## config.mk

```make
export PLATFORM = sky130hd
export DESIGN_NAME = function_generator
export DESIGN_NICKNAME = d
export VERILOG_FILES = /design/src/hdl/fg_pkg.sv /design/src/hdl/ram_write_if.sv /design/src/hdl/function_generator.sv /design/src/hdl/pattern_writer.sv /design/src/hdl/waveform_ram.sv /design/src/hdl/word_serializer.sv
export SDC_FILE = /design/constraint.sdc
export NUM_CORES = 2
export LEC_CHECK = 0
export ABC_AREA = 1
export BUFFER_PORTS_ARGS = -buffer_cell sky130_fd_sc_hd__buf_2
export CORE_ASPECT_RATIO = 1.4
export CORE_MARGIN = 2
export CORE_UTILIZATION = 40
export DETAILED_ROUTE_END_ITERATION = 8
export MAX_ROUTING_LAYER = met4
export PLACE_DENSITY = 0.53
export SETUP_SLACK_MARGIN = 0.15
export SYNTH_ARGS = -nofsm -noshare
export SYNTH_HDL_FRONTEND = slang
export SYNTH_SLANG_ARGS = --single-unit
```

## constraint.sdc

```tcl
create_clock -name clock -period 5.84 [get_ports clock]
set_input_delay 1.168 -clock clock [delete_from_list [all_inputs] [get_ports clock]]
set_output_delay 1.168 -clock clock [all_outputs]
set_load 0.01 [all_outputs]
```

## src/hdl/fg_pkg.sv

```systemverilog
`default_nettype none

package fg_pkg;

	// one waveform word, also the serializer width
	typedef logic [7:0] word_t;

	// 16-bit fibonacci lfsr state
	typedef logic [15:0] lfsr_t;

	// built-in pattern selection
	typedef enum logic [1:0] {
		mode_ramp  = 2'd0,
		mode_bunch = 2'd1,
		mode_prbs  = 2'd2
	} fg_mode_t;

	// pattern writer handshake states
	typedef enum logic [1:0] {
		writer_idle,
		writer_drive,
		writer_wait_ack,
		writer_wait_release
	} writer_state_t;

	// serializer read handshake states
	typedef enum logic [1:0] {
		ser_idle,
		ser_fetch_first,
		ser_shifting,
		ser_release
	} serializer_state_t;

	// lfsr value at each start
	localparam lfsr_t prbs_seed = 16'hace1;

	// nonzero words of one bunch triplet
	localparam word_t bunch_head_word = 8'h80;
	localparam word_t bunch_tail_word = 8'h08;

endpackage

`default_nettype wire

```

## src/hdl/ram_write_if.sv

```systemverilog
`default_nettype none

// four-phase write link, writer side to ram side
interface ram_write_if #(
	parameter int ADDRESS_DEPTH = 8
);

	// raised by the writer with address and data stable
	logic req;
	logic [ADDRESS_DEPTH-1:0] address;
	fg_pkg::word_t data;
	// raised by the ram once the word is stored
	logic ack;

	modport writer (
		output req,
		output address,
		output data,
		input ack
	);

	modport ram (
		input req,
		input address,
		input data,
		output ack
	);

endinterface

`default_nettype wire

```

## src/hdl/function_generator.sv

```systemverilog
`default_nettype none

module function_generator #(
	parameter int ADDRESS_DEPTH = 8,
	parameter int BUNCH_TRAINS = 20
) (
	input wire clock,
	input wire reset,
	input wire start,
	input wire fg_pkg::fg_mode_t mode,
	input wire [ADDRESS_DEPTH-1:0] end_address,
	output logic loaded,
	output logic bit_out,
	output logic word_start
);

	// read link
	logic read_req;
	logic read_ack;
	fg_pkg::word_t read_data;

	// write link
	ram_write_if #(
		.ADDRESS_DEPTH(ADDRESS_DEPTH)
	) write_link ();

	pattern_writer #(
		.ADDRESS_DEPTH(ADDRESS_DEPTH),
		.BUNCH_TRAINS(BUNCH_TRAINS)
	) i_pattern_writer (
		.clock(clock),
		.reset(reset),
		.start(start),
		.mode(mode),
		.wr(write_link.writer),
		.loaded(loaded)
	);

	waveform_ram #(
		.ADDRESS_DEPTH(ADDRESS_DEPTH)
	) i_waveform_ram (
		.clock(clock),
		.reset(reset),
		.loaded(loaded),
		.end_address(end_address),
		.wr(write_link.ram),
		.read_req(read_req),
		.read_ack(read_ack),
		.read_data(read_data)
	);

	word_serializer i_word_serializer (
		.clock(clock),
		.reset(reset),
		.loaded(loaded),
		.read_ack(read_ack),
		.read_data(read_data),
		.read_req(read_req),
		.bit_out(bit_out),
		.word_start(word_start)
	);

endmodule

`default_nettype wire

```

## src/hdl/pattern_writer.sv

```systemverilog
`default_nettype none

module pattern_writer #(
	parameter int ADDRESS_DEPTH = 8,
	parameter int BUNCH_TRAINS = 20
) (
	input wire clock,
	input wire reset,
	input wire start,
	input wire fg_pkg::fg_mode_t mode,
	ram_write_if.writer wr,
	output logic loaded
);

	typedef logic [ADDRESS_DEPTH-1:0] address_t;

	// words covered by the bunch triplets
	localparam int bunch_words = 3 * BUNCH_TRAINS;
	localparam address_t last_address = '1;

	fg_pkg::writer_state_t state;
	fg_pkg::fg_mode_t mode_q;
	address_t address_q;
	fg_pkg::lfsr_t lfsr;
	logic lfsr_feedback;
	logic [1:0] triplet_phase;
	fg_pkg::word_t pattern_word;
	logic launch;

	// taps 16 14 13 11
	assign lfsr_feedback = lfsr[15] ^ lfsr[13] ^ lfsr[12] ^ lfsr[10];

	// word for the current address in the latched mode
	always_comb begin
		pattern_word = '0;
		case (mode_q)
			fg_pkg::mode_ramp: begin
				pattern_word = fg_pkg::word_t'(address_q);
			end
			fg_pkg::mode_bunch: begin
				if (address_q < bunch_words) begin
					if (triplet_phase == 2'd0) begin
						pattern_word = fg_pkg::bunch_head_word;
					end else if (triplet_phase == 2'd1) begin
						pattern_word = fg_pkg::bunch_tail_word;
					end
				end
			end
			fg_pkg::mode_prbs: begin
				pattern_word = lfsr[7:0];
			end
			default: begin
				pattern_word = '0;
			end
		endcase
	end

	// first word from drive, later words straight from release
	assign launch = (state == fg_pkg::writer_drive) ||
		((state == fg_pkg::writer_wait_release) && !wr.ack && !loaded);

	always_ff @(posedge clock) begin
		if (reset) begin
			state <= fg_pkg::writer_idle;
			wr.req <= 1'b0;
			loaded <= 1'b0;
			mode_q <= fg_pkg::mode_ramp;
			address_q <= '0;
			lfsr <= fg_pkg::prbs_seed;
			triplet_phase <= 2'd0;
		end else begin
			case (state)
				fg_pkg::writer_idle: begin
					// start only honoured here, so a start mid-fill is dropped
					if (start) begin
						loaded <= 1'b0;
						mode_q <= mode;
						address_q <= '0;
						lfsr <= fg_pkg::prbs_seed;
						triplet_phase <= 2'd0;
						state <= fg_pkg::writer_drive;
					end
				end
				fg_pkg::writer_drive: begin
					wr.req <= 1'b1;
					state <= fg_pkg::writer_wait_ack;
				end
				fg_pkg::writer_wait_ack: begin
					if (wr.ack) begin
						wr.req <= 1'b0;
						// step to the next word, data already held on the link
						address_q <= address_q + 1'b1;
						lfsr <= {lfsr[14:0], lfsr_feedback};
						if (triplet_phase == 2'd2) begin
							triplet_phase <= 2'd0;
						end else begin
							triplet_phase <= triplet_phase + 1'b1;
						end
						if (address_q == last_address) begin
							loaded <= 1'b1;
						end
						state <= fg_pkg::writer_wait_release;
					end
				end
				fg_pkg::writer_wait_release: begin
					if (!wr.ack) begin
						if (loaded) begin
							state <= fg_pkg::writer_idle;
						end else begin
							wr.req <= 1'b1;
							state <= fg_pkg::writer_wait_ack;
						end
					end
				end
				default: begin
					state <= fg_pkg::writer_idle;
				end
			endcase
		end
	end

	// address and data change only while req is low
	always_ff @(posedge clock) begin
		if (launch) begin
			wr.address <= address_q;
			wr.data <= pattern_word;
		end
	end

endmodule

`default_nettype wire

```

## src/hdl/waveform_ram.sv

```systemverilog
`default_nettype none

module waveform_ram #(
	parameter int ADDRESS_DEPTH = 8
) (
	input wire clock,
	input wire reset,
	input wire loaded,
	input wire [ADDRESS_DEPTH-1:0] end_address,
	ram_write_if.ram wr,
	input wire read_req,
	output logic read_ack,
	output fg_pkg::word_t read_data
);

	typedef logic [ADDRESS_DEPTH-1:0] address_t;

	localparam int word_count = 2 ** ADDRESS_DEPTH;

	fg_pkg::word_t mem [word_count];
	address_t play_address;
	logic write_strobe;
	logic read_strobe;

	// new request, not yet answered
	assign write_strobe = wr.req && !wr.ack;
	// playback reads only once the fill is done
	assign read_strobe = loaded && read_req && !read_ack;

	// write side handshake
	always_ff @(posedge clock) begin
		if (reset) begin
			wr.ack <= 1'b0;
		end else if (write_strobe) begin
			wr.ack <= 1'b1;
		end else if (!wr.req) begin
			wr.ack <= 1'b0;
		end
	end

	always_ff @(posedge clock) begin
		if (write_strobe) begin
			mem[wr.address] <= wr.data;
		end
	end

	// read side handshake and playback pointer
	always_ff @(posedge clock) begin
		if (reset || !loaded) begin
			read_ack <= 1'b0;
			play_address <= '0;
		end else if (read_strobe) begin
			read_ack <= 1'b1;
			// loop back to zero after the end address
			if (play_address == end_address) begin
				play_address <= '0;
			end else begin
				play_address <= play_address + 1'b1;
			end
		end else if (!read_req) begin
			read_ack <= 1'b0;
		end
	end

	// word registered together with ack
	always_ff @(posedge clock) begin
		if (read_strobe) begin
			read_data <= mem[play_address];
		end
	end

endmodule

`default_nettype wire

```

## src/hdl/word_serializer.sv

```systemverilog
`default_nettype none

module word_serializer (
	input wire clock,
	input wire reset,
	input wire loaded,
	input wire read_ack,
	input wire fg_pkg::word_t read_data,
	output logic read_req,
	output logic bit_out,
	output logic word_start
);

	fg_pkg::serializer_state_t state;
	fg_pkg::word_t shift_q;
	fg_pkg::word_t next_word;
	logic next_valid;
	logic shift_valid;
	logic [2:0] bit_count;
	logic capture;
	logic load_next;

	// ram answered a pending fetch
	assign capture = read_req && read_ack &&
		((state == fg_pkg::ser_fetch_first) || (state == fg_pkg::ser_shifting));
	// prefetched word goes in right after the last bit
	assign load_next = next_valid && (!shift_valid || (bit_count == 3'd7));

	// msb first, silent while unloaded or starved
	assign bit_out = loaded && shift_valid && shift_q[7];
	assign word_start = loaded && shift_valid && (bit_count == 3'd0);

	always_ff @(posedge clock) begin
		if (reset || !loaded) begin
			state <= fg_pkg::ser_idle;
			read_req <= 1'b0;
			next_valid <= 1'b0;
			shift_valid <= 1'b0;
			bit_count <= 3'd0;
		end else begin
			case (state)
				fg_pkg::ser_idle: begin
					read_req <= 1'b1;
					state <= fg_pkg::ser_fetch_first;
				end
				fg_pkg::ser_fetch_first: begin
					if (read_ack) begin
						read_req <= 1'b0;
						state <= fg_pkg::ser_release;
					end
				end
				fg_pkg::ser_shifting: begin
					// fetch again once the held word was taken
					if (capture) begin
						read_req <= 1'b0;
						state <= fg_pkg::ser_release;
					end else if (!next_valid && !read_req) begin
						read_req <= 1'b1;
					end
				end
				fg_pkg::ser_release: begin
					if (!read_ack) begin
						state <= fg_pkg::ser_shifting;
					end
				end
				default: begin
					state <= fg_pkg::ser_idle;
				end
			endcase
			if (capture) begin
				next_valid <= 1'b1;
			end else if (load_next) begin
				next_valid <= 1'b0;
			end
			// bit counter, wraps 7 to 0
			if (load_next) begin
				shift_valid <= 1'b1;
				bit_count <= 3'd0;
			end else if (shift_valid) begin
				bit_count <= bit_count + 1'b1;
				if (bit_count == 3'd7) begin
					shift_valid <= 1'b0;
				end
			end
		end
	end

	always_ff @(posedge clock) begin
		if (capture) begin
			next_word <= read_data;
		end
		if (load_next) begin
			shift_q <= next_word;
		end else if (shift_valid) begin
			shift_q <= {shift_q[6:0], 1'b0};
		end
	end

endmodule

`default_nettype wire

```

==> summary.txt <==
Outcome
  • Outcome: completed

STA
  • Final Critical Period: 3.83 ns
  • Fin Setup TNS: 0 ns
  • Worst Skew: 0.0625 ns
  • Tightest Pin Transition: 1.15 ns
  • Max frequency: 261 MHz
  • Endpoints failing setup: 0
  • Final Worst Setup Slack: 2.01 ns
  • Period utilization: 0.656
  • RSZ-0062 raised after global routing: false
  • Relative slew slack: 0.234
  • Max-slew violations: 0
  • Final hold vios: 0

Pwr
  • VDD IR max: 0.000204 V
  • Overall Power: 30900 uW
  • Internal Pwr Total: 24400 uW
  • Power Dens Cells: 312 nW/um^2
  • Leak Pwr: 0.0366 uW
  • Combinational fraction of design power: 0.023
  • Switching power: 6510 uW
  • Reg power frac: 0.553
  • Clock power share: 0.423
  • Sw Ratio: 0.211

GRT
  • First-pass GRT wire length: 384000 um
  • Largest net degree at the start of global routing: 187
  • Overall Global Routing Usage: 0.232
  • Antenna violations before repair: 9
  • Number of global-route vias before repair: 57500
  • Total grt overflow: 0

Critical path
  • R2R cell count: 12
  • Origin of the critical flop-to-flop path: i_waveform_ram.play_address[3]
  • Critical path capture point type: flip-flop
  • Worst path arrival time: 4.55 ns
  • Worst r2r dst: i_waveform_ram.read_data[4]
  • CP max FO: 59
  • Worst R2R Setup Slack: 2.01 ns
  • Startpoint Class: flip-flop
  • Setup CP Type: reg -> reg
  • WP data required: 6.56 ns

Floorplanning
  • Die H: 565 um
  • # rows: 206
  • Ports: 16
  • Total core area: 224000 um^2
  • Die X: 405 um
  • Starting Density: 0.401
  • DIE AREA: 229000 um^2

Clocking
  • Root buffer cell: clkbuf_16
  • CTS Buf Count: 211
  • Clk_lat worst skew: 0.86 ns
  • CTS H-tree depth: 4
  • CTS resizes: 0
  • Reg clk slew, reported paths: 0.06 ns
  • TritonCTS clock tree: built
  • CTS Hold Buffers Added: 0
  • Clock sinks: 2138
  • Max Root-Sink Buffers: 4
  • Setup bufs post-CTS: 0

Synthesis
  • Synth area leaders: edfxtp_1 70%, nand2_1 8.7%, nor2_1 5.4%
  • Syn Inst Count: 8335
  • Ys Warns: 0
  • Yosys reg bits: 2138
  • Sequential share of the synthesized area: 0.707
  • Yosys top cell by area: edfxtp_1
  • Syn Std Cell Area: 90100 um^2
  • Distinct cells, synth: 38
  • Synth top area share: 0.696
  • Syn_nets: 8358
  • Syn_area_per_cell: 10.8 um^2

Route
  • Drt wl/cell: 22.9 um
  • Post-Route WL: 261000 um
  • Initial DRC Count: 5024
  • Via count: 58600
  • Vias/cell: 5.15
  • Drt first pass iters: 6
  • # DRC: 0
  • Routed wl met3: 13900 um
  • Highest metal used: met4
  • Remaining antenna violation count: 0
  • Metal-1 WL: 104000 um
  • WL met2: 130000 um

Placement
  • Gp weighted congestion: 0.853
  • Pre-CTS WS: 2.09 ns
  • PortBufs: 15
  • Post-placement cell area: 92600 um^2
  • Post-DP HPWL: 151000 um

Cells and area
  • Share of layout cells above drive strength 1: 0.0525
  • Post-layout nets: 8217
  • Fin area: 99100 um^2
  • Register area: 63700 um^2
  • # fillers: 20900
  • Area grow syn2layout: 10.0%
  • Multi-input gate area in the final layout: 21200 um^2

Flow run
  • MaxCap Viol Count: 0

Hold path
  • Worst Hold Class: reg -> reg
  • Hold EP: i_word_serializer.next_word[0]
  • Hold Path Origin: i_waveform_ram.read_data[0]
  • Hold Path Depth: 0
==> critical path, cell delays in order (launching register included) <==
cell and delay [ns]:
dfxtp_1 0.45, inv_4 0.23, nor2_4 0.14, buf_4 0.85, buf_4 0.65, nand2_1 0.11, nand2_1 0.15, inv_1 0.06
a21oi_1 0.43, nor2_1 0.24, nand2_1 0.11, nand3_1 0.08, nand2_1 0.10
==> layout by cell type (no fill, tap or decap), types with 7 or more instances in the layout <==
| cell | synthesis | routed |
|---|---|---|
| inv_1 | 749 | 747 |
| dfxtp_1 | 50 | 46 |
| a21oi_1 | 140 | 140 |
| buf_4 | 28 | 78 |
| nand2_1 | 2092 | 2091 |
| buf_2 | 182 | 15 |
| mux2_2 | 7 | 7 |
| o21ai_0 | 533 | 533 |
| nand3_1 | 701 | 701 |
| clkinv_1 | 4 | 46 |
| ha_1 | 10 | 10 |
| edfxtp_1 | 2088 | 2088 |
| clkinv_2 | 0 | 49 |
| buf_12 | 0 | 23 |
| xnor2_1 | 9 | 9 |
| bufinv_16 | 0 | 12 |
| clkbuf_16 | 0 | 214 |
| nor2_1 | 1297 | 1296 |
| o211ai_1 | 115 | 115 |
| clkbuf_1 | 177 | 49 |
| o21ai_1 | 31 | 31 |
==> power groups by stage <==
stage	clock (uW)	sequential (uW)	combinational [uW]
4_1_cts	13300	17100	733
6_report	13100	17100	724
3_5_place_dp	0	17400	732
3_3_place_gp	0	17400	719
5_1_grt	13800	17100	774
2_1_floorplan	0	17700	102
==> how the worst max path moves through the flow <==
| stage | from | end | slack (ns) | depth (start not counted) |
|---|---|---|---|---|
| 5_1_grt | i_waveform_ram.play_address[0] | i_waveform_ram.read_data[4] | 1.89 | 15 |
| 4_1_cts | i_waveform_ram.play_address[3] | i_waveform_ram.read_data[4] | 2.06 | 12 |
| 3_5_place_dp | i_waveform_ram.play_address[0] | i_waveform_ram.read_data[6] | 2.09 | 15 |
| 6_report | i_waveform_ram.play_address[3] | i_waveform_ram.read_data[4] | 2.01 | 12 |
| 3_3_place_gp | i_waveform_ram.play_address[0] | i_waveform_ram.read_data[4] | 2.06 | 15 |
| 2_1_floorplan | i_pattern_writer.wr.data[0] | i_waveform_ram.mem[0][0] | 1.79 | 0 |
==> synth_stat cells (all sizes together) <==
| library cell | instances |
|---|---|
| nor2 | 1299 |
| o221ai | 1 |
| nor4 | 3 |
| clkbuf | 177 |
| o31ai | 2 |
| dfxtp | 50 |
| a21oi | 141 |
| clkinv | 4 |
| xnor2 | 9 |
| xor2 | 2 |
| o211ai | 115 |
| nor3 | 6 |
| a31oi | 1 |
| or2 | 5 |
| edfxtp | 2088 |
| inv | 754 |
| and3 | 2 |
| nand3 | 701 |
| nand4 | 3 |
| o21ai | 564 |
| a211oi | 4 |
| buf | 293 |
| mux2 | 7 |
| nand2 | 2094 |
| ha | 10 |
==> cell type report <==
type                            count  area share
Sequential cell                  2138       0.643
Multi-Input combinational cell   4969       0.214
Clock buffer                      264      0.0560
Tap cell                         3016      0.0381
Inverter                          758      0.0290
Timing Repair Buffer              116      0.0113
Clock inverter                    117     0.00900
Antenna cell                        3   0.0000758
==> kinds of logic after synthesis <==
| logic type | after synthesis | synth area share |
|---|---|---|
| mux | 7 | 0.000875 |
| flops | 2138 | 0.707 |
| compound gates | 828 | 0.0495 |
| buf+inv | 1228 | 0.0580 |
| fa+ha+maj | 10 | 0.00139 |
| simple gates | 4113 | 0.182 |
| xor+xnor | 11 | 0.00107 |
==> metrics by stage <==
| step | utilization | hold WS (ns) | instances |
|---|---|---|---|
| 2_1_floorplan | - | 0.400 | 8335 |
| 3_3_place_gp | 0.413 | 0.408 | 11000 |
| 3_5_place_dp | 0.413 | 0.410 | 11000 |
| 4_1_cts | 0.441 | 0.430 | 11400 |
| 5_1_grt | 0.441 | 0.439 | 11400 |
| 6_report | 0.441 | 0.431 | 11400 |
==> layer usage <==
metal  global-route usage  vias to the layer above
met2                0.393                     1735
met5                    -                        -
li1                     -                    27600
met4                0.102                        0
met3               0.0253                      498
met1                0.281                    28800
==> sequential cells by signal, summed over array words and instances (netlist names), 2 cells and up <==
register and count:
i_waveform_ram.mem 2048, i_pattern_writer.state 2, i_word_serializer.shift_q 8, i_pattern_writer.triplet_phase 2
i_pattern_writer.wr.address 8, i_word_serializer.next_word 8, i_pattern_writer.wr.data 8, i_word_serializer.bit_count 3
i_pattern_writer.address_q 8, i_waveform_ram.read_data 8, i_pattern_writer.lfsr 16, i_waveform_ram.play_address 8
i_word_serializer.state 2, i_pattern_writer.mode_q 2
Note: power is estimated with default switching activity, not from simulation.
